<file path="config.mk">
export PLATFORM = sky130hd
export DESIGN_NAME = flDecode_flat
export DESIGN_NICKNAME = d
export VERILOG_FILES = /design/src/hw/obufPkg.sv /design/src/hw/obufIfc.sv /design/src/hw/flDecode.sv /design/src/flat_wrapper.sv
export SDC_FILE = /design/constraint.sdc
export NUM_CORES = 1
export LEC_CHECK = 0
export ABC_AREA = 1
export BUFFER_PORTS_ARGS = -buffer_cell sky130_fd_sc_hd__buf_4
export CORE_ASPECT_RATIO = 0.7
export CORE_UTILIZATION = 20
export DETAILED_ROUTE_END_ITERATION = 7
export GPL_TIMING_DRIVEN = 0
export PLACE_DENSITY = 0.87
export SLEW_MARGIN = 20
export SYNTH_ARGS = -nofsm -noshare
export SYNTH_HDL_FRONTEND = slang
export SYNTH_SLANG_ARGS = --single-unit
</file>
<file path="constraint.sdc">
create_clock -name XGMII_CLK -period 0.9 [get_ports XGMII_CLK]
set_clock_uncertainty 0.2 [all_clocks]
set_input_delay 0.135 -clock XGMII_CLK [delete_from_list [all_inputs] [get_ports XGMII_CLK]]
set_output_delay 0.135 -clock XGMII_CLK [all_outputs]
set_load 0.005 [all_outputs]
</file>
<file path="src/hw/obufPkg.sv">
// Single clock domain only; source supplies complete frames with FCS, single-part FrameLink
package obufPkg;

  // ------------------------------
  // Data path types
  // ------------------------------
  typedef logic [63:0] flData_t;
  // Index of last valid byte in the EOF word
  typedef logic [2:0]  flRem_t;
  // Valid bytes in one word, 1 to 8
  typedef logic [3:0]  byteCnt_t;
  typedef logic [15:0] frameLen_t;
  // Lane 0 is the low byte
  typedef logic [63:0] xgmiiData_t;
  typedef logic [7:0]  xgmiiCtrl_t;
  typedef logic [31:0] mi32Addr_t;
  typedef logic [31:0] mi32Data_t;

  // ------------------------------
  // Buffer sizing
  // ------------------------------
  localparam int BUF_WORDS   = 512;
  localparam int BUF_AW      = $clog2(BUF_WORDS);
  localparam int FRAME_CNT_W = 10;
  typedef logic [BUF_AW-1:0] bufPtr_t;
  // One extra bit so a full FIFO is distinct from empty
  typedef logic [BUF_AW:0]   bufCnt_t;

  // ------------------------------
  // XGMII characters
  // ------------------------------
  localparam logic [7:0] XGMII_IDLE    = 8'h07;
  localparam logic [7:0] XGMII_START   = 8'hFB;
  localparam logic [7:0] XGMII_TERM    = 8'hFD;
  localparam logic [7:0] PREAMBLE_BYTE = 8'h55;
  localparam logic [7:0] SFD_BYTE      = 8'hD5;

  // MI32 register map, byte offsets
  localparam mi32Addr_t REG_CTRL   = 32'h0;
  localparam mi32Addr_t REG_FRAMES = 32'h4;
  localparam mi32Addr_t REG_BYTES  = 32'h8;
  localparam mi32Addr_t REG_STATUS = 32'hC;

  // Encoder FSM
  typedef enum logic [2:0] {
    sIdle,
    sStart,
    sData,
    sTerm,
    sIfg
  } encState_t;

endpackage

</file>
<file path="src/hw/obufIfc.sv">
// Buffer ports carry no clock; all users sit on XGMII_CLK
`timescale 1ns/1ps

// Decode to buffer write port
interface bufWrIfc import obufPkg::*; ();
  flData_t  data;
  byteCnt_t bytes;
  logic     last;
  logic     we;
  // Fewer than two free words
  logic     full;

  modport writer (output data, bytes, last, we, input full);
  modport buffer (input data, bytes, last, we, output full);
endinterface


</file>
<file path="src/hw/flDecode.sv">
// Single-part frames only; words outside a SOF..EOF span are dropped without notice
`timescale 1ns/1ps

module flDecode import obufPkg::*; (
  input  logic     XGMII_CLK,
  input  logic     arstN,
  // FrameLink receive side, active low controls
  input  flData_t  flData,
  input  flRem_t   flRem,
  input  logic     flSofN,
  input  logic     flEofN,
  input  logic     flSrcRdyN,
  output logic     flDstRdyN,
  // Buffer write port
  bufWrIfc.writer  wr
);

  // ------------------------------
  // Transfer qualification
  // ------------------------------
  logic accept;
  logic frameOpen;
  logic inFrame;

  // Word moves when both sides are ready
  assign accept  = !flSrcRdyN && !flDstRdyN;
  // SOF word opens a frame even when it is also the EOF word
  assign inFrame = frameOpen || !flSofN;

  // ------------------------------
  // Buffer write, no added latency
  // ------------------------------
  assign wr.we   = accept && inFrame;
  assign wr.data = flData;
  assign wr.last = !flEofN;

  always_comb begin
    // Full word unless this is the tail
    wr.bytes = byteCnt_t'(8);
    if (!flEofN) begin
      wr.bytes = byteCnt_t'(flRem) + 1'b1;
    end
  end

  // ------------------------------
  // Frame tracking and ready
  // ------------------------------
  always_ff @(posedge XGMII_CLK or negedge arstN) begin
    if (!arstN) begin
      frameOpen <= 1'b0;
      flDstRdyN <= 1'b0;
    end else begin
      // Registered full, buffer keeps one word of slack for this
      flDstRdyN <= wr.full;
      if (accept && inFrame) begin
        // EOF closes, otherwise stay open
        frameOpen <= flEofN;
      end
    end
  end

  // ------------------------------
  // Protocol checks
  // ------------------------------
  // A new SOF must not land inside an open frame
  assert property (@(posedge XGMII_CLK) disable iff (!arstN)
    (accept && frameOpen) |-> flSofN)
  else $error("FrameLink SOF while frame open");

endmodule

</file>
<file path="src/flat_wrapper.sv">
// flat-port wrapper written by rule: the top's interface ports become plain ports
module flDecode_flat import obufPkg::*;
  (XGMII_CLK, arstN, flData, flRem, flSofN, flEofN, flSrcRdyN, flDstRdyN, wr_data, wr_bytes, wr_last, wr_we, wr_full);
  bufWrIfc wr_i ();
  input  logic XGMII_CLK;
  input  logic arstN;
  input  flData_t flData;
  input  flRem_t flRem;
  input  logic flSofN;
  input  logic flEofN;
  input  logic flSrcRdyN;
  output logic flDstRdyN;
  output wire logic [$bits(wr_i.data)-1:0] wr_data;
  output wire logic [$bits(wr_i.bytes)-1:0] wr_bytes;
  output wire logic [$bits(wr_i.last)-1:0] wr_last;
  output wire logic [$bits(wr_i.we)-1:0] wr_we;
  input wire logic [$bits(wr_i.full)-1:0] wr_full;
  assign wr_data = wr_i.data;
  assign wr_bytes = wr_i.bytes;
  assign wr_last = wr_i.last;
  assign wr_we = wr_i.we;
  assign wr_i.full = wr_full;
  flDecode u_core (.XGMII_CLK(XGMII_CLK), .arstN(arstN), .flData(flData), .flRem(flRem), .flSofN(flSofN), .flEofN(flEofN), .flSrcRdyN(flSrcRdyN), .flDstRdyN(flDstRdyN), .wr(wr_i));
endmodule
</file>
==> results_dict.tcl <==
set metrics [dict create \
    place_ws_ns -0.193 \
    drt-pass1-iter-count 3 \
    clockRootBuffer "clkbuf_8" \
    vdd_drop_max_mv 0.674 \
    ys_warn_count 0 \
    period_needed_ns 1.26 \
    syn_nets 158 \
    final_cell_mix "141 x buf_4, 3 x inv_2, 3 x nor2_2, 3 x nand2_2, 3 x clkbuf_8" \
    start_util 0.217 \
    syn_avg_cell_area_um2 7.39 \
    layout.nets 246 \
    fin_crit_sh 1.40 \
    wl_per_cell_um 10.2 \
    numCtsBuffers 3 \
    clk_pin_slew_worst_paths_ns 0.03 \
    ios 144 \
    ys_seq_area_frac 0.0806 \
    diodes 0 \
    die_y_um 48.6 \
    antenna_found_initial 0 \
    dieArea_um2 3330 \
    setup_tns_ns -1.03 \
    routed_wl_mm 2.11 \
    dpl_cell_area_um2 1260 \
    grt_pass1_wl_mm 2.79 \
    drcViolationCount 0 \
    hold_violations 1 \
    ys_types 12 \
    cts_tree "yes" \
    status "finished with violations" \
    hold_ws_ns -0.0216 \
    setup_viol 6 \
    p_int_mw 0.816 \
    instances_no_fill 206 \
    criticalPathCategory "register to primary output" \
    end_kind "primary output" \
    dp_hpwl_mm 1.81 \
    cellPowerDensity_nw_per_um2 759 \
    worstMarginPinSlew_ns 0.136 \
    place.gp.congestion 0.647 \
    drive_gt1_frac 0.947 \
    overflow 0 \
    post-route-util 0.486 \
    p_leak_nw 0.815 \
    p_sw_frac 0.228 \
    vias 702 \
    p_comb_frac 0.575 \
    grt_setup_unrepaired "true" \
    netlist_area_um2 621 \
    clkPwrFrac 0.327 \
    synth_seq_cells 2 \
    clock_sinks 2 \
    final_max_slew_viol_count 0 \
    clk_path_buf_depth 2 \
    synthToLayoutAreaGrowth_pct 124 \
    worst_ep_arrival_time_ns 0.92 \
    viasPerCell 3.41 \
    maxCapViolCount 0 \
    postSynthCellCount 84 \
    violations "hold timing, setup timing" \
    max_freq_mhz 796 \
    grt_max_degree 5 \
    htreeDepth 1 \
    placementRows 16 \
    port_buffers 79 \
    p_sw_mw 0.241 \
    grt_pass1_vias 621 \
    fin_ws_ns -0.356 \
    clk_latency_ns 0.21 \
    max_slew_margin 0.908 \
    core_um2 2860 \
    grtUsageTotal 0.110 \
    power_frac_seq 0.098 \
    die_width_um 68.6 \
    start_kind "register" \
    worstPathRequired_ns 0.56 \
    path_max_fanout 2 \
    antenna_left 0 \
    final_common_cell "buf_4" \
    hold_path.class "input pin to register" \
    finalPower_mw 1.06 \
    first_iter_violations 11 \
    dp_cells 199 \
    post-route-cell-area_um2 1390 \
]
[sequential cells by signal, summed over array words and instances (netlist names)]
register and flops:
u_core.frameOpen 1, u_core.flDstRdyN 1
[cells by family (layout without fill, tap and decap cells)]
logic type / after synthesis / in the layout / share of synthesized area
buffers and inverters: 67 / 153 / 0.792
AOI/OAI and AO/OA: 1 / 1 / 0.00806
and+or+nand+nor: 13 / 13 / 0.0988
DFF: 2 / 2 / 0.0806
adders and majority gates: 1 / 1 / 0.0202
[cell usage after synthesis]
master,count,area share
and2_1,1,0.010
buf_4,64,0.77
dfrtp_1,2,0.081
ha_1,1,0.020
inv_1,2,0.012
inv_2,1,0.0060
nand2_1,4,0.024
nand2_2,1,0.010
nand3_1,2,0.016
nor2_1,3,0.018
nor2_2,2,0.020
o21ai_0,1,0.0081
[worst max-delay path, cell delays in order (launching register included)]
cell and delay (ns):
dfrtp_1 0.37, inv_2 0.06, nand2_2 0.05, and2_4 0.13
buf_6 0.11
[routing by layer]
metal / share of wire / GRT usage
met5: 0 / 0
met3: 0.081 / 0.00943
met1: 0.38 / 0.145
met2: 0.54 / 0.185
met4: 0 / 0.0313
[power groups by stage]
stage / sequential, mW / clock, mW / combinational, mW
finish: 0.104 / 0.346 / 0.608
global route: 0.105 / 0.374 / 0.651
CTS: 0.103 / 0.354 / 0.596
detailed placement: 0.104 / 0 / 0.563
global placement: 0.104 / 0 / 0.555
floorplan: 0.104 / 0 / 0.265
[layout make-up]
cell class                 instances  area, um^2
buffer                            64         480
clock buffer                       3        41.3
fill                             288        1470
inverter                           3        11.3
multi-input combinational         15         114
sequential                         2        50.0
tap                               36        45.0
timing repair buffer              83         651
[worst paths after layout]
kind                                              startpoint                      endpoint  slack [ns]  cells past startpoint
worst max register to register    u_core.flDstRdyN$_DFF_PN0_  u_core.frameOpen$_DFFE_PN0P_       -0.15                      3
max in group asynchronous                              arstN  u_core.frameOpen$_DFFE_PN0P_        0.36                      2
min in group asynchronous                              arstN    u_core.flDstRdyN$_DFF_PN0_        0.05                      2
worst max-delay path            u_core.frameOpen$_DFFE_PN0P_                         wr_we       -0.36                      4
worst min register to register  u_core.frameOpen$_DFFE_PN0P_  u_core.frameOpen$_DFFE_PN0P_        0.33                      2
worst min-delay path                               flSrcRdyN  u_core.frameOpen$_DFFE_PN0P_       -0.02                      3
[timing repair]
action / 4_1_cts / 5_1_grt
buffers inserted: 2 / 0
hold buffers: 2 / 1
pin swaps: 4 / 3
setup endpoints to repair: 5 / 8
gates resized for setup: 9 / 8
endpoints found under the hold margin: 4 / 2
No activity file was read; power rests on OpenSTA's default activity.
