## config.mk

```make
export PLATFORM = sky130hd
export DESIGN_NAME = mi32Regs
export DESIGN_NICKNAME = d
export VERILOG_FILES = /design/src/hw/obufPkg.sv /design/src/hw/mi32Regs.sv
export SDC_FILE = /design/constraint.sdc
export NUM_CORES = 1
export LEC_CHECK = 0
export ABC_AREA = 1
export BUFFER_PORTS_ARGS = -buffer_cell sky130_fd_sc_hd__buf_2
export CAP_MARGIN = 25
export CORE_ASPECT_RATIO = 2
export CORE_MARGIN = 5
export CORE_UTILIZATION = 48
export DETAILED_ROUTE_END_ITERATION = 8
export PLACE_DENSITY_LB_ADDON = 0.2
export SLEW_MARGIN = 20
export SYNTH_ARGS = -nofsm -noshare
export SYNTH_HDL_FRONTEND = slang
export SYNTH_SLANG_ARGS = --single-unit
```

## constraint.sdc

```tcl
create_clock -name XGMII_CLK -period 4.35 [get_ports XGMII_CLK]
set_input_delay 0.87 -clock XGMII_CLK [delete_from_list [all_inputs] [get_ports XGMII_CLK]]
set_output_delay 0.87 -clock XGMII_CLK [all_outputs]
set_load 0.1 [all_outputs]
```

## src/hw/obufPkg.sv

```systemverilog
// Single clock domain only; source supplies complete frames with FCS, single-part FrameLink
package obufPkg;

  // ------------------------------
  // Data path types
  // ------------------------------
  typedef logic [63:0] flData_t;
  // Index of last valid byte in the EOF word
  typedef logic [2:0]  flRem_t;
  // Valid bytes in one word, 1 to 8
  typedef logic [3:0]  byteCnt_t;
  typedef logic [15:0] frameLen_t;
  // Lane 0 is the low byte
  typedef logic [63:0] xgmiiData_t;
  typedef logic [7:0]  xgmiiCtrl_t;
  typedef logic [31:0] mi32Addr_t;
  typedef logic [31:0] mi32Data_t;

  // ------------------------------
  // Buffer sizing
  // ------------------------------
  localparam int BUF_WORDS   = 512;
  localparam int BUF_AW      = $clog2(BUF_WORDS);
  localparam int FRAME_CNT_W = 10;
  typedef logic [BUF_AW-1:0] bufPtr_t;
  // One extra bit so a full FIFO is distinct from empty
  typedef logic [BUF_AW:0]   bufCnt_t;

  // ------------------------------
  // XGMII characters
  // ------------------------------
  localparam logic [7:0] XGMII_IDLE    = 8'h07;
  localparam logic [7:0] XGMII_START   = 8'hFB;
  localparam logic [7:0] XGMII_TERM    = 8'hFD;
  localparam logic [7:0] PREAMBLE_BYTE = 8'h55;
  localparam logic [7:0] SFD_BYTE      = 8'hD5;

  // MI32 register map, byte offsets
  localparam mi32Addr_t REG_CTRL   = 32'h0;
  localparam mi32Addr_t REG_FRAMES = 32'h4;
  localparam mi32Addr_t REG_BYTES  = 32'h8;
  localparam mi32Addr_t REG_STATUS = 32'hC;

  // Encoder FSM
  typedef enum logic [2:0] {
    sIdle,
    sStart,
    sData,
    sTerm,
    sIfg
  } encState_t;

endpackage

```

## src/hw/mi32Regs.sv

```systemverilog
// Accesses always accepted, no address-ready; counters wrap at 32 bits
`timescale 1ns/1ps

module mi32Regs import obufPkg::*; (
  input  logic      XGMII_CLK,
  input  logic      arstN,
  input  mi32Addr_t mi32Addr,
  input  mi32Data_t mi32Dwr,
  input  logic      mi32Wr,
  input  logic      mi32Rd,
  input  logic      frameSent,
  input  frameLen_t frameBytes,
  input  logic      bufEmpty,
  output mi32Data_t mi32Drd,
  output logic      mi32Drdy,
  output logic      enable
);

  mi32Data_t sentFrames;
  mi32Data_t sentBytes;
  logic      ctrlWr;
  logic      cntClear;

  assign ctrlWr   = mi32Wr && (mi32Addr == REG_CTRL);
  // Bit 1 is a strobe, never stored
  assign cntClear = ctrlWr && mi32Dwr[1];

  // ------------------------------
  // Control and statistics
  // ------------------------------
  always_ff @(posedge XGMII_CLK or negedge arstN) begin
    if (!arstN) begin
      enable     <= 1'b0;
      sentFrames <= '0;
      sentBytes  <= '0;
      mi32Drdy   <= 1'b0;
    end else begin
      mi32Drdy <= mi32Rd;
      if (ctrlWr) begin
        enable <= mi32Dwr[0];
      end
      // Clear wins over a frame ending in the same cycle
      if (cntClear) begin
        sentFrames <= '0;
        sentBytes  <= '0;
      end else if (frameSent) begin
        sentFrames <= sentFrames + 1'b1;
        sentBytes  <= sentBytes + mi32Data_t'(frameBytes);
      end
    end
  end

  // ------------------------------
  // Read data, one cycle after strobe
  // ------------------------------
  always_ff @(posedge XGMII_CLK) begin
    if (mi32Rd) begin
      case (mi32Addr)
        REG_CTRL:   mi32Drd <= {31'b0, enable};
        REG_FRAMES: mi32Drd <= sentFrames;
        REG_BYTES:  mi32Drd <= sentBytes;
        REG_STATUS: mi32Drd <= {31'b0, bufEmpty};
        default:    mi32Drd <= '0;
      endcase
    end
  end

endmodule

```

==> results.py <==
metrics = {
    "outcome": {
        "status": "complete, no violations",
    },
    "timing": {
        "fin_crit_sh_pct": 62.0,
        "skew_ps": 7.26,
        "tns_ps": 0,
        "period_needed_ps": 2700,
        "setup_ws_ps": 1650,
        "hold_viol_final": 0,
        "grt_setup_unrepaired": "no",
        "setup-violations-final": 0,
        "max_slew.worst_pin.slew_ps": 745,
        "fmax_mhz": 371,
        "timing.final.max_slew_violations": 0,
        "slew-limit-headroom_pct": 50.3,
    },
    "cells_and_area": {
        "drive_gt1_share_pct": 13.7,
        "fillers": 1297,
        "syn_to_final_growth_pct": 14.9,
        "multi_input_area_sq_mm": 0.00300,
        "seqCellArea_sq_mm": 0.00261,
        "fin_nets": 1045,
        "antenna_cells": 0,
    },
    "drt": {
        "drc": 0,
        "vias": 6083,
        "drtPass1Iterations": 5,
        "wl_per_cell_um": 16.6,
        "drtIter0Drc": 334,
        "antenna_left": 0,
        "routed_wl_um": 18200,
        "detail_route.vias_per_cell": 5.55,
    },
    "grt": {
        "grt_usage_pct": 24.1,
        "grt_pass1_wl_um": 29700,
        "grt_max_degree": 34,
        "antenna_found_initial": 0,
        "grt.overflow.total": 0,
        "grt_pass1_vias": 6071,
    },
    "logic_synthesis": {
        "ys_ff_latch": 98,
        "synth-xor-area-share_pct": 1.84,
        "synth_edf_count": 32,
        "synthMuxAreaShare_pct": 0,
        "synth-simple-area-share_pct": 33.0,
        "netlist_area_sq_mm": 0.00619,
        "async_flop_share_pct": 67.3,
        "avgSynthCellArea_sq_um": 7.29,
        "ys.flop_type": "dfrtp_1",
        "ys_seq_area_share_pct": 42.2,
        "ys_types": 42,
        "synth_top_family_by_area": "simple AND/OR/NAND/NOR gates",
        "synth_fa_ha_area_share_pct": 3.76,
        "syn_nets": 954,
        "syn_inst": 850,
        "synth_compound_area_share_pct": 9.80,
        "yosys_warnings": 0,
    },
    "worst_setup_path": {
        "cp-end-kind": "flip-flop",
        "start_kind": "input port",
        "worstReg2RegEnd": "sentBytes[22]",
        "critPathLaunch": "mi32Addr[29]",
        "required_ps": 4630,
        "rr_worst_depth": 13,
        "crit_path_max_fanout": 19,
        "worstPathArrival_ps": 2980,
        "r2r_setup_slack_ps": 2050,
        "reg2reg_from": "sentBytes[0]",
        "critPathKind": "in2reg",
    },
    "die": {
        "core_sq_mm": 0.0126,
        "initial_core_util_pct": 49.1,
        "die-area_sq_mm": 0.0154,
        "die_y_um": 171,
        "pin_count": 120,
        "rows": 58,
        "die_w_um": 90.3,
    },
    "pwr": {
        "p_leak_nw": 3.72,
        "peakVddDrop_mv": 0.328,
        "power.density_mw_per_mm2": 517,
    },
    "hold_path": {
        "min_path_type": "in2async",
    },
    "clock_network": {
        "clk_latency_ps": 350,
        "holdBufCountCts": 0,
        "cts.htree.levels": 3,
        "cts_buffers": 9,
        "cts_resized": 0,
        "cts_sinks": 98,
        "cts-root-buf": "clkbuf_16",
        "clk_path_buf_depth": 2,
        "cts_setup_buffers": 0,
        "cts_tree": "done",
        "path_clk_slew_ps": 70,
    },
    "place": {
        "place_ws_ps": 1280,
        "place_congestion": 0.981,
        "port_buffers": 89,
        "place_hpwl_um": 14400,
    },
    "flow_run": {
        "drv_cap": 0,
    },
}
[kinds of logic (layout without fill, tap and decap cells)]
| family | Yosys count | count (layout) |
|---|---|---|
| flip-flops | 98 | 98 |
| XOR/XNOR | 13 | 13 |
| buffers and inverters | 152 | 248 |
| adder cells (fa/ha/maj) | 18 | 18 |
| AND/OR/NAND/NOR | 463 | 463 |
| AO/OA/AOI/OAI | 106 | 106 |
[layout make-up]
type / count / share of cell area, %
clock buffers: 10 / 3.36
clock inverters: 6 / 1.02
flip-flops and latches: 98 / 36.7
repair buffers: 96 / 7.00
multi-input cells: 600 / 42.1
inverters: 136 / 7.17
well taps: 150 / 2.64
[through the flow]
stage	utilization [%]	std cells	area, sq um	hold slack, ps	power, mW
after floorplan	-	850	6190	475	2.40
after global placement	53.9	1080	6810	494	2.80
after detailed placement	53.9	1080	6810	501	2.82
after CTS	56.4	1096	7120	506	3.67
after global routing	56.4	1096	7120	541	3.94
final	56.4	1096	7120	500	3.68
[where the power goes]
group	total, mW	internal, mW	switching, mW
clock network	0.842	0.470	0.372
logic	1.51	0.488	1.03
registers	1.33	1.13	0.191
total	3.68	2.09	1.59
[registers in the layout, indices dropped and copies added, names as in the netlist]
register / cells
enable: 1
sentFrames: 32
mi32Drdy: 1
sentBytes: 32
mi32Drd: 32
[synth_stat cells, types with 2 or more instances]
cell      count  area share, %
nand2_1     219             13
inv_1       134            8.1
nor2_1       95            5.8
nand3_1      77            6.2
dfrtp_1      66             27
o22ai_1      40            4.0
edfxtp_1     32             16
a21oi_1      29            2.3
nor3_1       24            1.9
nand4_1      23            2.3
ha_1         17            3.4
o21ai_0      17            1.4
o21ai_1      10           0.81
xnor2_1       9            1.3
clkbuf_1      8           0.48
buf_2         6           0.48
nand3b_1      4           0.48
xor2_1        4           0.57
a21o_1        3           0.36
nor2_2        3           0.30
nor4_1        3           0.30
inv_2         2           0.12
nand2_2       2           0.20
nor2_4        2           0.36
nor3_2        2           0.32
o21bai_1      2           0.24
or2_2         2           0.20
[worst max-delay path: stages]
cell,delay (ps)
buf_2,100
nor2_1,90
nand2_1,50
nor2_1,170
nand2_1,150
nor2_4,170
nand3_2,400
nand2_2,440
buf_4,330
nand2_1,80
a21oi_1,120
[metal layers]
layer	track usage [%]	vias up	wire length (um)
met4	14.2	0	1120
li1	-	2985	-
met3	3.92	70	807
met5	0	-	0
met1	24.6	2826	6550
met2	45.4	202	9710
[how the worst max path moves through the flow]
stage	depth (start not counted)	end	slack (ps)
2_1_floorplan	13	sentBytes[30]	1970
3_3_place_gp	11	sentFrames[5]	1290
3_5_place_dp	11	sentFrames[3]	1280
4_1_cts	11	sentFrames[3]	1650
5_1_grt	11	sentFrames[3]	1410
6_report	11	sentFrames[3]	1650
[placed cells by master (no fill, tap or decap), types with 2 or more instances in the layout]
| cell | n |
|---|---|
| nor2_2 | 3 |
| xor2_1 | 4 |
| inv_6 | 2 |
| buf_4 | 7 |
| a21oi_1 | 29 |
| xnor2_1 | 9 |
| buf_2 | 89 |
| nand2_1 | 219 |
| o21ai_0 | 17 |
| ha_1 | 17 |
| nand3_1 | 77 |
| edfxtp_1 | 32 |
| nor4_1 | 3 |
| a21o_1 | 3 |
| o21ai_1 | 10 |
| nand2_2 | 2 |
| dfrtp_1 | 66 |
| inv_1 | 134 |
| nor3_1 | 24 |
| nand3b_1 | 4 |
| nor2_1 | 95 |
| nor2_4 | 2 |
| nand4_1 | 23 |
| or2_2 | 2 |
| o22ai_1 | 40 |
| clkbuf_16 | 9 |
| o21bai_1 | 2 |
| nor3_2 | 2 |
| inv_2 | 2 |
No activity file was read; power rests on OpenSTA's default activity.
