$ cat src/hw/obufPkg.sv
// Single clock domain only; source supplies complete frames with FCS, single-part FrameLink
package obufPkg;

  // ------------------------------
  // Data path types
  // ------------------------------
  typedef logic [63:0] flData_t;
  // Index of last valid byte in the EOF word
  typedef logic [2:0]  flRem_t;
  // Valid bytes in one word, 1 to 8
  typedef logic [3:0]  byteCnt_t;
  typedef logic [15:0] frameLen_t;
  // Lane 0 is the low byte
  typedef logic [63:0] xgmiiData_t;
  typedef logic [7:0]  xgmiiCtrl_t;
  typedef logic [31:0] mi32Addr_t;
  typedef logic [31:0] mi32Data_t;

  // ------------------------------
  // Buffer sizing
  // ------------------------------
  localparam int BUF_WORDS   = 512;
  localparam int BUF_AW      = $clog2(BUF_WORDS);
  localparam int FRAME_CNT_W = 10;
  typedef logic [BUF_AW-1:0] bufPtr_t;
  // One extra bit so a full FIFO is distinct from empty
  typedef logic [BUF_AW:0]   bufCnt_t;

  // ------------------------------
  // XGMII characters
  // ------------------------------
  localparam logic [7:0] XGMII_IDLE    = 8'h07;
  localparam logic [7:0] XGMII_START   = 8'hFB;
  localparam logic [7:0] XGMII_TERM    = 8'hFD;
  localparam logic [7:0] PREAMBLE_BYTE = 8'h55;
  localparam logic [7:0] SFD_BYTE      = 8'hD5;

  // MI32 register map, byte offsets
  localparam mi32Addr_t REG_CTRL   = 32'h0;
  localparam mi32Addr_t REG_FRAMES = 32'h4;
  localparam mi32Addr_t REG_BYTES  = 32'h8;
  localparam mi32Addr_t REG_STATUS = 32'hC;

  // Encoder FSM
  typedef enum logic [2:0] {
    sIdle,
    sStart,
    sData,
    sTerm,
    sIfg
  } encState_t;

endpackage

$ cat src/hw/obufIfc.sv


// Buffer to encoder read port, first-word-fall-through
interface bufRdIfc import obufPkg::*; ();
  flData_t  data;
  byteCnt_t bytes;
  logic     last;
  logic     re;
  // At least one complete frame stored
  logic     frameAvail;

  modport reader (input data, bytes, last, frameAvail, output re);
  modport buffer (output data, bytes, last, frameAvail, input re);
endinterface

$ cat src/hw/xgmiiEncode.sv
// No FCS, padding or deficit idle count; one idle word minimum between frames
`timescale 1ns/1ps

module xgmiiEncode import obufPkg::*; (
  input  logic       XGMII_CLK,
  input  logic       arstN,
  input  logic       enable,
  bufRdIfc.reader    rd,
  output xgmiiData_t xgmiiTxd,
  output xgmiiCtrl_t xgmiiTxc,
  output logic       frameSent,
  output frameLen_t  frameBytes
);

  encState_t state;
  encState_t nextState;
  frameLen_t byteSum;

  // ------------------------------
  // FSM and output decode
  // ------------------------------
  always_comb begin
    nextState = state;
    rd.re     = 1'b0;
    // Idle word unless a state overrides it
    xgmiiTxd  = {8{XGMII_IDLE}};
    xgmiiTxc  = '1;
    case (state)
      sIdle: begin
        // Only whole frames are started
        if (enable && rd.frameAvail) begin
          nextState = sStart;
        end
      end
      sStart: begin
        // START in lane 0, SFD in lane 7
        xgmiiTxd  = {SFD_BYTE, {6{PREAMBLE_BYTE}}, XGMII_START};
        xgmiiTxc  = 8'h01;
        nextState = sData;
      end
      sData: begin
        rd.re    = 1'b1;
        xgmiiTxd = rd.data;
        xgmiiTxc = '0;
        if (rd.last) begin
          if (rd.bytes == byteCnt_t'(8)) begin
            // Terminate spills into next word
            nextState = sTerm;
          end else begin
            nextState = sIfg;
            for (int lane = 0; lane < 8; lane++) begin
              if (byteCnt_t'(lane) == rd.bytes) begin
                xgmiiTxd[lane*8 +: 8] = XGMII_TERM;
                xgmiiTxc[lane]        = 1'b1;
              end else if (byteCnt_t'(lane) > rd.bytes) begin
                xgmiiTxd[lane*8 +: 8] = XGMII_IDLE;
                xgmiiTxc[lane]        = 1'b1;
              end
            end
          end
        end
      end
      sTerm: begin
        xgmiiTxd  = {{7{XGMII_IDLE}}, XGMII_TERM};
        nextState = sIfg;
      end
      sIfg: begin
        // Mandatory all-idle word
        nextState = sIdle;
      end
      default: begin
        nextState = sIdle;
      end
    endcase
  end

  // ------------------------------
  // State and byte accounting
  // ------------------------------
  always_ff @(posedge XGMII_CLK or negedge arstN) begin
    if (!arstN) begin
      state     <= sIdle;
      byteSum   <= '0;
      frameSent <= 1'b0;
    end else begin
      state     <= nextState;
      frameSent <= 1'b0;
      if (state == sStart) begin
        byteSum <= '0;
      end else if (rd.re) begin
        byteSum <= byteSum + frameLen_t'(rd.bytes);
        if (rd.last) begin
          frameSent <= 1'b1;
        end
      end
    end
  end

  // Total valid alongside the pulse
  always_ff @(posedge XGMII_CLK) begin
    if (rd.re && rd.last) begin
      frameBytes <= byteSum + frameLen_t'(rd.bytes);
    end
  end

  // Reads stay inside a complete stored frame
  assert property (@(posedge XGMII_CLK) disable iff (!arstN)
    rd.re |-> rd.frameAvail)
  else $error("Encoder read with no frame available");

endmodule

$ cat src/flat_wrapper.sv
// flat-port wrapper written by rule: the top's interface ports become plain ports
module xgmiiEncode_flat import obufPkg::*;
  (XGMII_CLK, arstN, enable, xgmiiTxd, xgmiiTxc, frameSent, frameBytes, rd_data, rd_bytes, rd_last, rd_frameAvail, rd_re);
  bufRdIfc rd_i ();
  input  logic XGMII_CLK;
  input  logic arstN;
  input  logic enable;
  output xgmiiData_t xgmiiTxd;
  output xgmiiCtrl_t xgmiiTxc;
  output logic frameSent;
  output frameLen_t frameBytes;
  input wire logic [$bits(rd_i.data)-1:0] rd_data;
  input wire logic [$bits(rd_i.bytes)-1:0] rd_bytes;
  input wire logic [$bits(rd_i.last)-1:0] rd_last;
  input wire logic [$bits(rd_i.frameAvail)-1:0] rd_frameAvail;
  output wire logic [$bits(rd_i.re)-1:0] rd_re;
  assign rd_i.data = rd_data;
  assign rd_i.bytes = rd_bytes;
  assign rd_i.last = rd_last;
  assign rd_i.frameAvail = rd_frameAvail;
  assign rd_re = rd_i.re;
  xgmiiEncode u_core (.XGMII_CLK(XGMII_CLK), .arstN(arstN), .enable(enable), .rd(rd_i), .xgmiiTxd(xgmiiTxd), .xgmiiTxc(xgmiiTxc), .frameSent(frameSent), .frameBytes(frameBytes));
endmodule
$ cat config.mk
export PLATFORM = sky130hd
export DESIGN_NAME = xgmiiEncode_flat
export DESIGN_NICKNAME = d
export VERILOG_FILES = /design/src/hw/obufPkg.sv /design/src/hw/obufIfc.sv /design/src/hw/xgmiiEncode.sv /design/src/flat_wrapper.sv
export SDC_FILE = /design/constraint.sdc
export NUM_CORES = 1
export LEC_CHECK = 0
export BUFFER_PORTS_ARGS = -buffer_cell sky130_fd_sc_hd__buf_2
export CELL_PAD_IN_SITES_DETAIL_PLACEMENT = 0
export CELL_PAD_IN_SITES_GLOBAL_PLACEMENT = 2
export CORE_MARGIN = 2
export CORE_UTILIZATION = 23
export CTS_CLUSTER_SIZE = 28
export DETAILED_ROUTE_END_ITERATION = 10
export GPL_TIMING_DRIVEN = 1
export HOLD_SLACK_MARGIN = 0.1
export PLACE_DENSITY_LB_ADDON = 0.1
export SKIP_LAST_GASP = 1
export SYNTH_ARGS = -nofsm -noshare
export SYNTH_HDL_FRONTEND = slang
export SYNTH_SLANG_ARGS = --single-unit
$ cat constraint.sdc
create_clock -name XGMII_CLK -period 2.6 [get_ports XGMII_CLK]
set_input_delay 0.13 -clock XGMII_CLK [delete_from_list [all_inputs] [get_ports XGMII_CLK]]
set_output_delay 0.13 -clock XGMII_CLK [all_outputs]
set_load 0.005 [all_outputs]
==> results of run 1 <==
[power groups by stage]
stage	Combinational (mW)	Sequential (mW)	Clock (mW)
after floorplan	0.890	0.793	0
after global placement	1.49	0.852	0
after detailed placement	1.48	0.856	0
after CTS	1.49	0.846	0.600
after global routing	1.63	0.867	0.628
final	1.46	0.847	0.583
[final cells by class]
cell class                      instances  area (um2)  area share, %
Clock inverter                          3       18.77         0.4970
Tap cell                              143       178.9          4.738
Sequential cell                        36       980.9          25.98
Timing Repair Buffer                  173       895.9          23.72
Clock buffer                            5       125.1          3.313
Multi-Input combinational cell        253        1558          41.25
Inverter                                5       18.77         0.4970
[flip-flops by register name, indices dropped and copies added (netlist names)]
| register | cells |
|---|---|
| u_core.frameBytes | 16 |
| u_core.state | 3 |
| u_core.byteSum | 16 |
| u_core.frameSent | 1 |
[kinds of logic after synthesis]
kind of cell	count (synthesis)
buf+inv	31
fa+ha+maj	5
flops	36
compound gates	125
xor+xnor	14
simple gates	109
[critical path: stages (launching register included)]
cell	delay, ns
dfrtp_1	0.54
or3b_1	0.42
buf_4	0.29
a21oi_2	0.36
o21ai_0	0.16
nand2_1	0.09
buf_2	0.11
[cells in the final DEF (no fill, tap or decap), types with 12 or more instances in the layout]
cell type / n
nand2b_1: 14
edfxtp_1: 16
o21ai_0: 32
nor2_1: 28
a21oi_1: 37
dfrtp_1: 20
nand2_1: 26
o21a_1: 12
a31oi_1: 12
buf_2: 162
[stage by stage]
stage                     hold WS (ns)  cell area, um2
final                           0.2402            3776
after global routing            0.2456            3776
after CTS                       0.2371            3774
after detailed placement        0.1355            3620
after global placement          0.1322            3620
after floorplan                -0.1656            2684
[per-layer routing]
metal	share of wire (%)	routed length, um	vias up	global-route usage [%]
li1	-	-	1476	-
met1	44	4592	1402	20.46
met2	49	5097	96	28.32
met3	5.6	576	9	3.510
met4	0.77	80	2	2.520
met5	0.12	12	-	0
[worst max path at each step]
stage / to / cells after the start / slack (ns)
after floorplan: u_core.frameBytes[12]$_DFFE_PP_ / 6 / 0.48
after global placement: u_core.byteSum[4]$_DFFE_PN0N_ / 5 / 0.43
after detailed placement: xgmiiTxd[41] / 5 / 0.39
after CTS: xgmiiTxd[41] / 5 / 0.06
after global routing: xgmiiTxd[20] / 6 / 0.003
final: xgmiiTxd[54] / 6 / 0.21
[what timing repair did]
action,CTS,global route
endpoints found under the hold margin,20,0
resized for setup,0,1
setup endpoints to repair,0,3
hold buffers,1,0
==> qor.csv, run 1 <==
metric,value,unit
outcome,"finished, final reports clean",
leakagePower,1.801,nW
fin_ws,0.2065,ns
ys_seq_elements,36,
syn-cell-area,2684,um2
num_antenna_cells,0,
dp_worst_setup_slack,0.3875,ns
clkPwrFrac,20.2,%
ys_types,55,
hpwlAfterDp,7970,um
arrival,2.26,ns
grt_pass1_wl,16040,um
holdCritPathClass,in2reg,
setup_violations,0,
overflow,0,
muxShareOfSynthArea,0,%
dr.pass1.iters,7,
area_growth,40.70,%
place_inst,609,
synth-simple-area-share,21.96,%
yosysTopAreaCell,dfrtp_1,
yosys.area.top_type_share,18.65,%
synth_commonest_cells,"a21oi_1 (37), o21ai_0 (32), nor2_1 (28)",
pwr-share-seq,29.3,%
seq_area_frac_synth,36.55,%
finalMaxSlewViolations,0,
cts_made_buffers,5,
r2r_cells,7,
cp-end-kind,primary output,
slew_headroom,46.82,%
vias,2985,
clock.fmax,417.8,MHz
p_sw,1.178,mW
switching_share,40.79,%
crit_start,u_core.state[1]$_DFFE_PN0P_,
path_class,reg2out,
gp_congestion,0.7860,
period_minus_slack,2.394,ns
hold_violations,0,
die_x,112.0,um
synth_fa_ha_area_share,2.611,%
drt_iter0_markers,145,
synth_area_leaders,"dfrtp_1 (19%), edfxtp_1 (18%), a21oi_1 (6.9%)",
async_flop_share,55.56,%
clock_sinks,36,
rr_startpoint,u_core.byteSum[0]$_DFFE_PN0N_,
coreArea,11420,um2
clk_path_buf_depth,2,
final_layout_size_suffix_gt1_share,40.63,%
via_per_inst,4.830,
clkLatencyLatePin,0.28,ns
row_count,39,
wl_per_cell,16.77,um
grt_pass1_vias,2964,
power,2.889,mW
yosys.cell_count.top_type,a21oi_1,
synth-xor-area-share,4.569,%
hold-path-endpoint,u_core.state[0]$_DFFE_PN0P_,
power_frac_comb,50.5,%
syn_nets,398,
critical_path.max_fanout,41,
grt_max_degree,42,
utilization,33.07,%
grt_antenna_before_repair,1,
nFillCells,1281,
ant_nets,0,
cts_tree,yes,
start_util,23.50,%
skew,0.006635,ns
fp.dieArea,12550,um2
nets,552,
syn_inst,320,
max_cap_violations,0,
pin_count,163,
ys.flop_type,dfrtp_1,
clk_pin_slew,0.06,ns
rsz0062_at_grt,no,
synth_top_family_by_area,compound AO/OA/AOI/OAI gates,
synth_edf_count,16,
power_density,765.0,nW/um2
r2r-end,u_core.frameBytes[12]$_DFFE_PP_,
synth_compound_area_share,28.81,%
die_y,112.0,um
min_from,rd_frameAvail,
fin_setup_tns,0,ns
hold_depth,4,
final-instance-count-excl-fill,618,
finalCritPeriodShare,92.06,%
postCtsSetupBuffers,0,
grt_usage,16.00,%
syn_avg_cell_area,8.387,um2
r2r_slack,0.52,ns
vdd_ir_drop_max,289.7,uV
yosysWarnings,0,
worst_setup_path_start_kind,flop,
p_int,1.710,mW
htreeDepth,2,
port_buffers,162,
max_slew.worst_pin.slew,0.7961,ns
root_buffer,clkbuf_16,
routed_wl,10360,um
required,2.47,ns
drc,0,
Power figures use the tool's default switching activity.
==> run 2, diff against run 1 <==
--- a/config.mk
+++ b/config.mk
@@ -14,7 +14,7 @@
 export DETAILED_ROUTE_END_ITERATION = 10
 export GPL_TIMING_DRIVEN = 1
 export HOLD_SLACK_MARGIN = 0.1
-export PLACE_DENSITY_LB_ADDON = 0.1
+export PLACE_DENSITY_LB_ADDON = 0.25
 export SKIP_LAST_GASP = 1
 export SYNTH_ARGS = -nofsm -noshare
 export SYNTH_HDL_FRONTEND = slang
==> run 2 against run 1 <==
Maximum frequency grew 2.5%. Cell area grew 0.46%. First-iteration DRC count shrank 33%. Clock power shrank 4.5%. Sequential share of layout area shrank 0.12 points. Register-to-register slack gained 0.03 ns. Final cell count grew 0.32%. Sequential power shrank 2%. Hold slack lost 0.041 ns. Die area is the same. Routed wire length shrank 5.2%. Clock skew shrank 0.0031 ns.
==> qor.csv, run 2 (same netlist as run 1, synthesis figures left out) <==
metric,value,unit,change
overflow,0,,unchanged
coreArea,11420,um2,unchanged
wl_per_cell,15.85,um,-5.5%
ant_nets,0,,unchanged
leakagePower,1.811,nW,+0.56%
port_buffers,162,,unchanged
top_regs,"u_core.byteSum x16, u_core.frameBytes x16, u_core.state x3",,
rsz0062_at_grt,no,,
start_util,23.50,%,unchanged
layout_common_cells,"buf_2 (162), a21oi_1 (37), o21ai_0 (32)",,
max_slew.worst_pin.slew,0.7402,ns,-0.05590 ns
grt_antenna_before_repair,0,,-1
final_layout_size_suffix_gt1_share,40.46,%,-0.17 points
pin_count,163,,unchanged
clk_path_buf_depth,2,,unchanged
cts_tree,yes,,
holdCritPathClass,in2reg,,
clk_pin_slew,0.05,ns,about the same
hold_violations,0,,unchanged
critical_path.max_fanout,18,,-56%
max_cap_violations,0,,unchanged
mostFrequentLayoutCell,buf_2,,
arrival,2.20,ns,-0.06 ns
r2r_cells,6,,-1
path_class,reg2out,,
area_growth,41.35,%,
cp-end-kind,primary output,,
worst_setup_path_start_kind,flop,,
num_antenna_cells,0,,unchanged
power_density,758.6,nW/um2,-0.84%
die_y,112.0,um,unchanged
htreeDepth,2,,unchanged
crit_start,u_core.state[2]$_DFFE_PN0P_,,
dr.pass1.iters,4,,-3
die_x,112.0,um,unchanged
clkLatencyLatePin,0.27,ns,about the same
required,2.47,ns,about the same
drt_iter0_markers,97,,-33%
grt_pass1_wl,16130,um,+0.52%
cts_made_buffers,5,,unchanged
hold_ws,0.1993,ns,-0.04092 ns
slew_headroom,50.65,%,+3.8 points
fp.dieArea,12550,um2,unchanged
via_per_inst,4.858,,+0.58%
utilization,33.22,%,+0.15 points
routed_wl,9825,um,-5.2%
period_minus_slack,2.334,ns,-0.05913 ns
clock_sinks,36,,unchanged
finalMaxSlewViolations,0,,unchanged
vdd_ir_drop_max,251.3,uV,-13%
setup_violations,0,,unchanged
root_buffer,clkbuf_16,,
clock.fmax,428.4,MHz,+2.5%
outcome,"finished, final reports clean",,
gp_congestion,0.7584,,-3.5%
grt_max_degree,31,,-26%
hold_depth,2,,-2
drc,0,,unchanged
dpl_cell_area,3642,um2,+0.62%
hpwlAfterDp,7682,um,-3.6%
grt_pass1_vias,3139,,+5.9%
rr_startpoint,u_core.state[2]$_DFFE_PN0P_,,
skew,0.003537,ns,-0.003098 ns
vias,3012,,+0.90%
row_count,39,,unchanged
grt_usage,15.79,%,-0.21 points
fin_setup_tns,0,ns,unchanged
min_from,rd_last,,
fin_area,3794,um2,+0.46%
finalCritPeriodShare,89.78,%,-2.3 points
nets,555,,+0.54%
[run 2: cell types whose count changed in the layout (fill, tap and decap cells not counted), sizes merged]
| cell | change |
|---|---|
| clkinv | -2 |
| buf | +3 |
| clkbuf | +1 |
[run 2: final cells by class]
type | instances | area [um2]
clock buffers | 6 | 128.9
clock inverters | 1 | 5.005
fillers | 1288 | 7625
inverters | 5 | 18.77
multi-input cells | 253 | 1563
flip-flops and latches | 36 | 980.9
well taps | 143 | 178.9
repair buffers | 176 | 918.4
[run 2: repair_timing]
action                     4_1_cts  5_1_grt
setup buffers                    0        0
setup endpoints to repair        0        2
hold buffers                     1        0
hold endpoints to repair        20        0
gates resized for setup          0        1
[run 2: through the flow]
step	total power, mW	std cells	worst slack, ns
detailed placement	2.349	612	0.4969
global placement	2.360	612	0.5364
finish	2.878	620	0.2656
floorplan	1.684	320	0.4823
global route	3.139	620	0.09323
CTS	2.918	620	0.1928
[run 2: worst paths after layout]
kind                            slack (ns)                             to
worst max-delay path                  0.27                   xgmiiTxd[46]
worst min-delay path                  0.20     u_core.frameSent$_DFF_PN0_
max in group asynchronous             1.90  u_core.byteSum[7]$_DFFE_PN0N_
min in group asynchronous             0.36  u_core.byteSum[0]$_DFFE_PN0N_
worst max register to register        0.55  u_core.byteSum[4]$_DFFE_PN0N_
worst min register to register        0.48  u_core.byteSum[7]$_DFFE_PN0N_
[run 2: layer usage]
metal	track usage (%)	share of wire, %	vias to the layer above
met5	0	0	-
met4	3.415	0.93	0
met2	28.93	51	112
met3	3.834	6.9	9
met1	18.79	41	1414
li1	-	-	1477
[run 2: report_power, final]
part | internal [mW] | switching [mW] | total (mW)
logic | 0.655 | 0.838 | 1.49
clock network | 0.348 | 0.209 | 0.557
registers | 0.729 | 0.0990 | 0.828
total | 1.73 | 1.15 | 2.88
[run 2: critical path: stages, from the launching register on]
cell	delay, ns
dfrtp_1	0.49
or3b_1	0.54
inv_2	0.14
and2_1	0.13
buf_4	0.27
a21o_1	0.18
a21o_1	0.08
buf_2	0.10
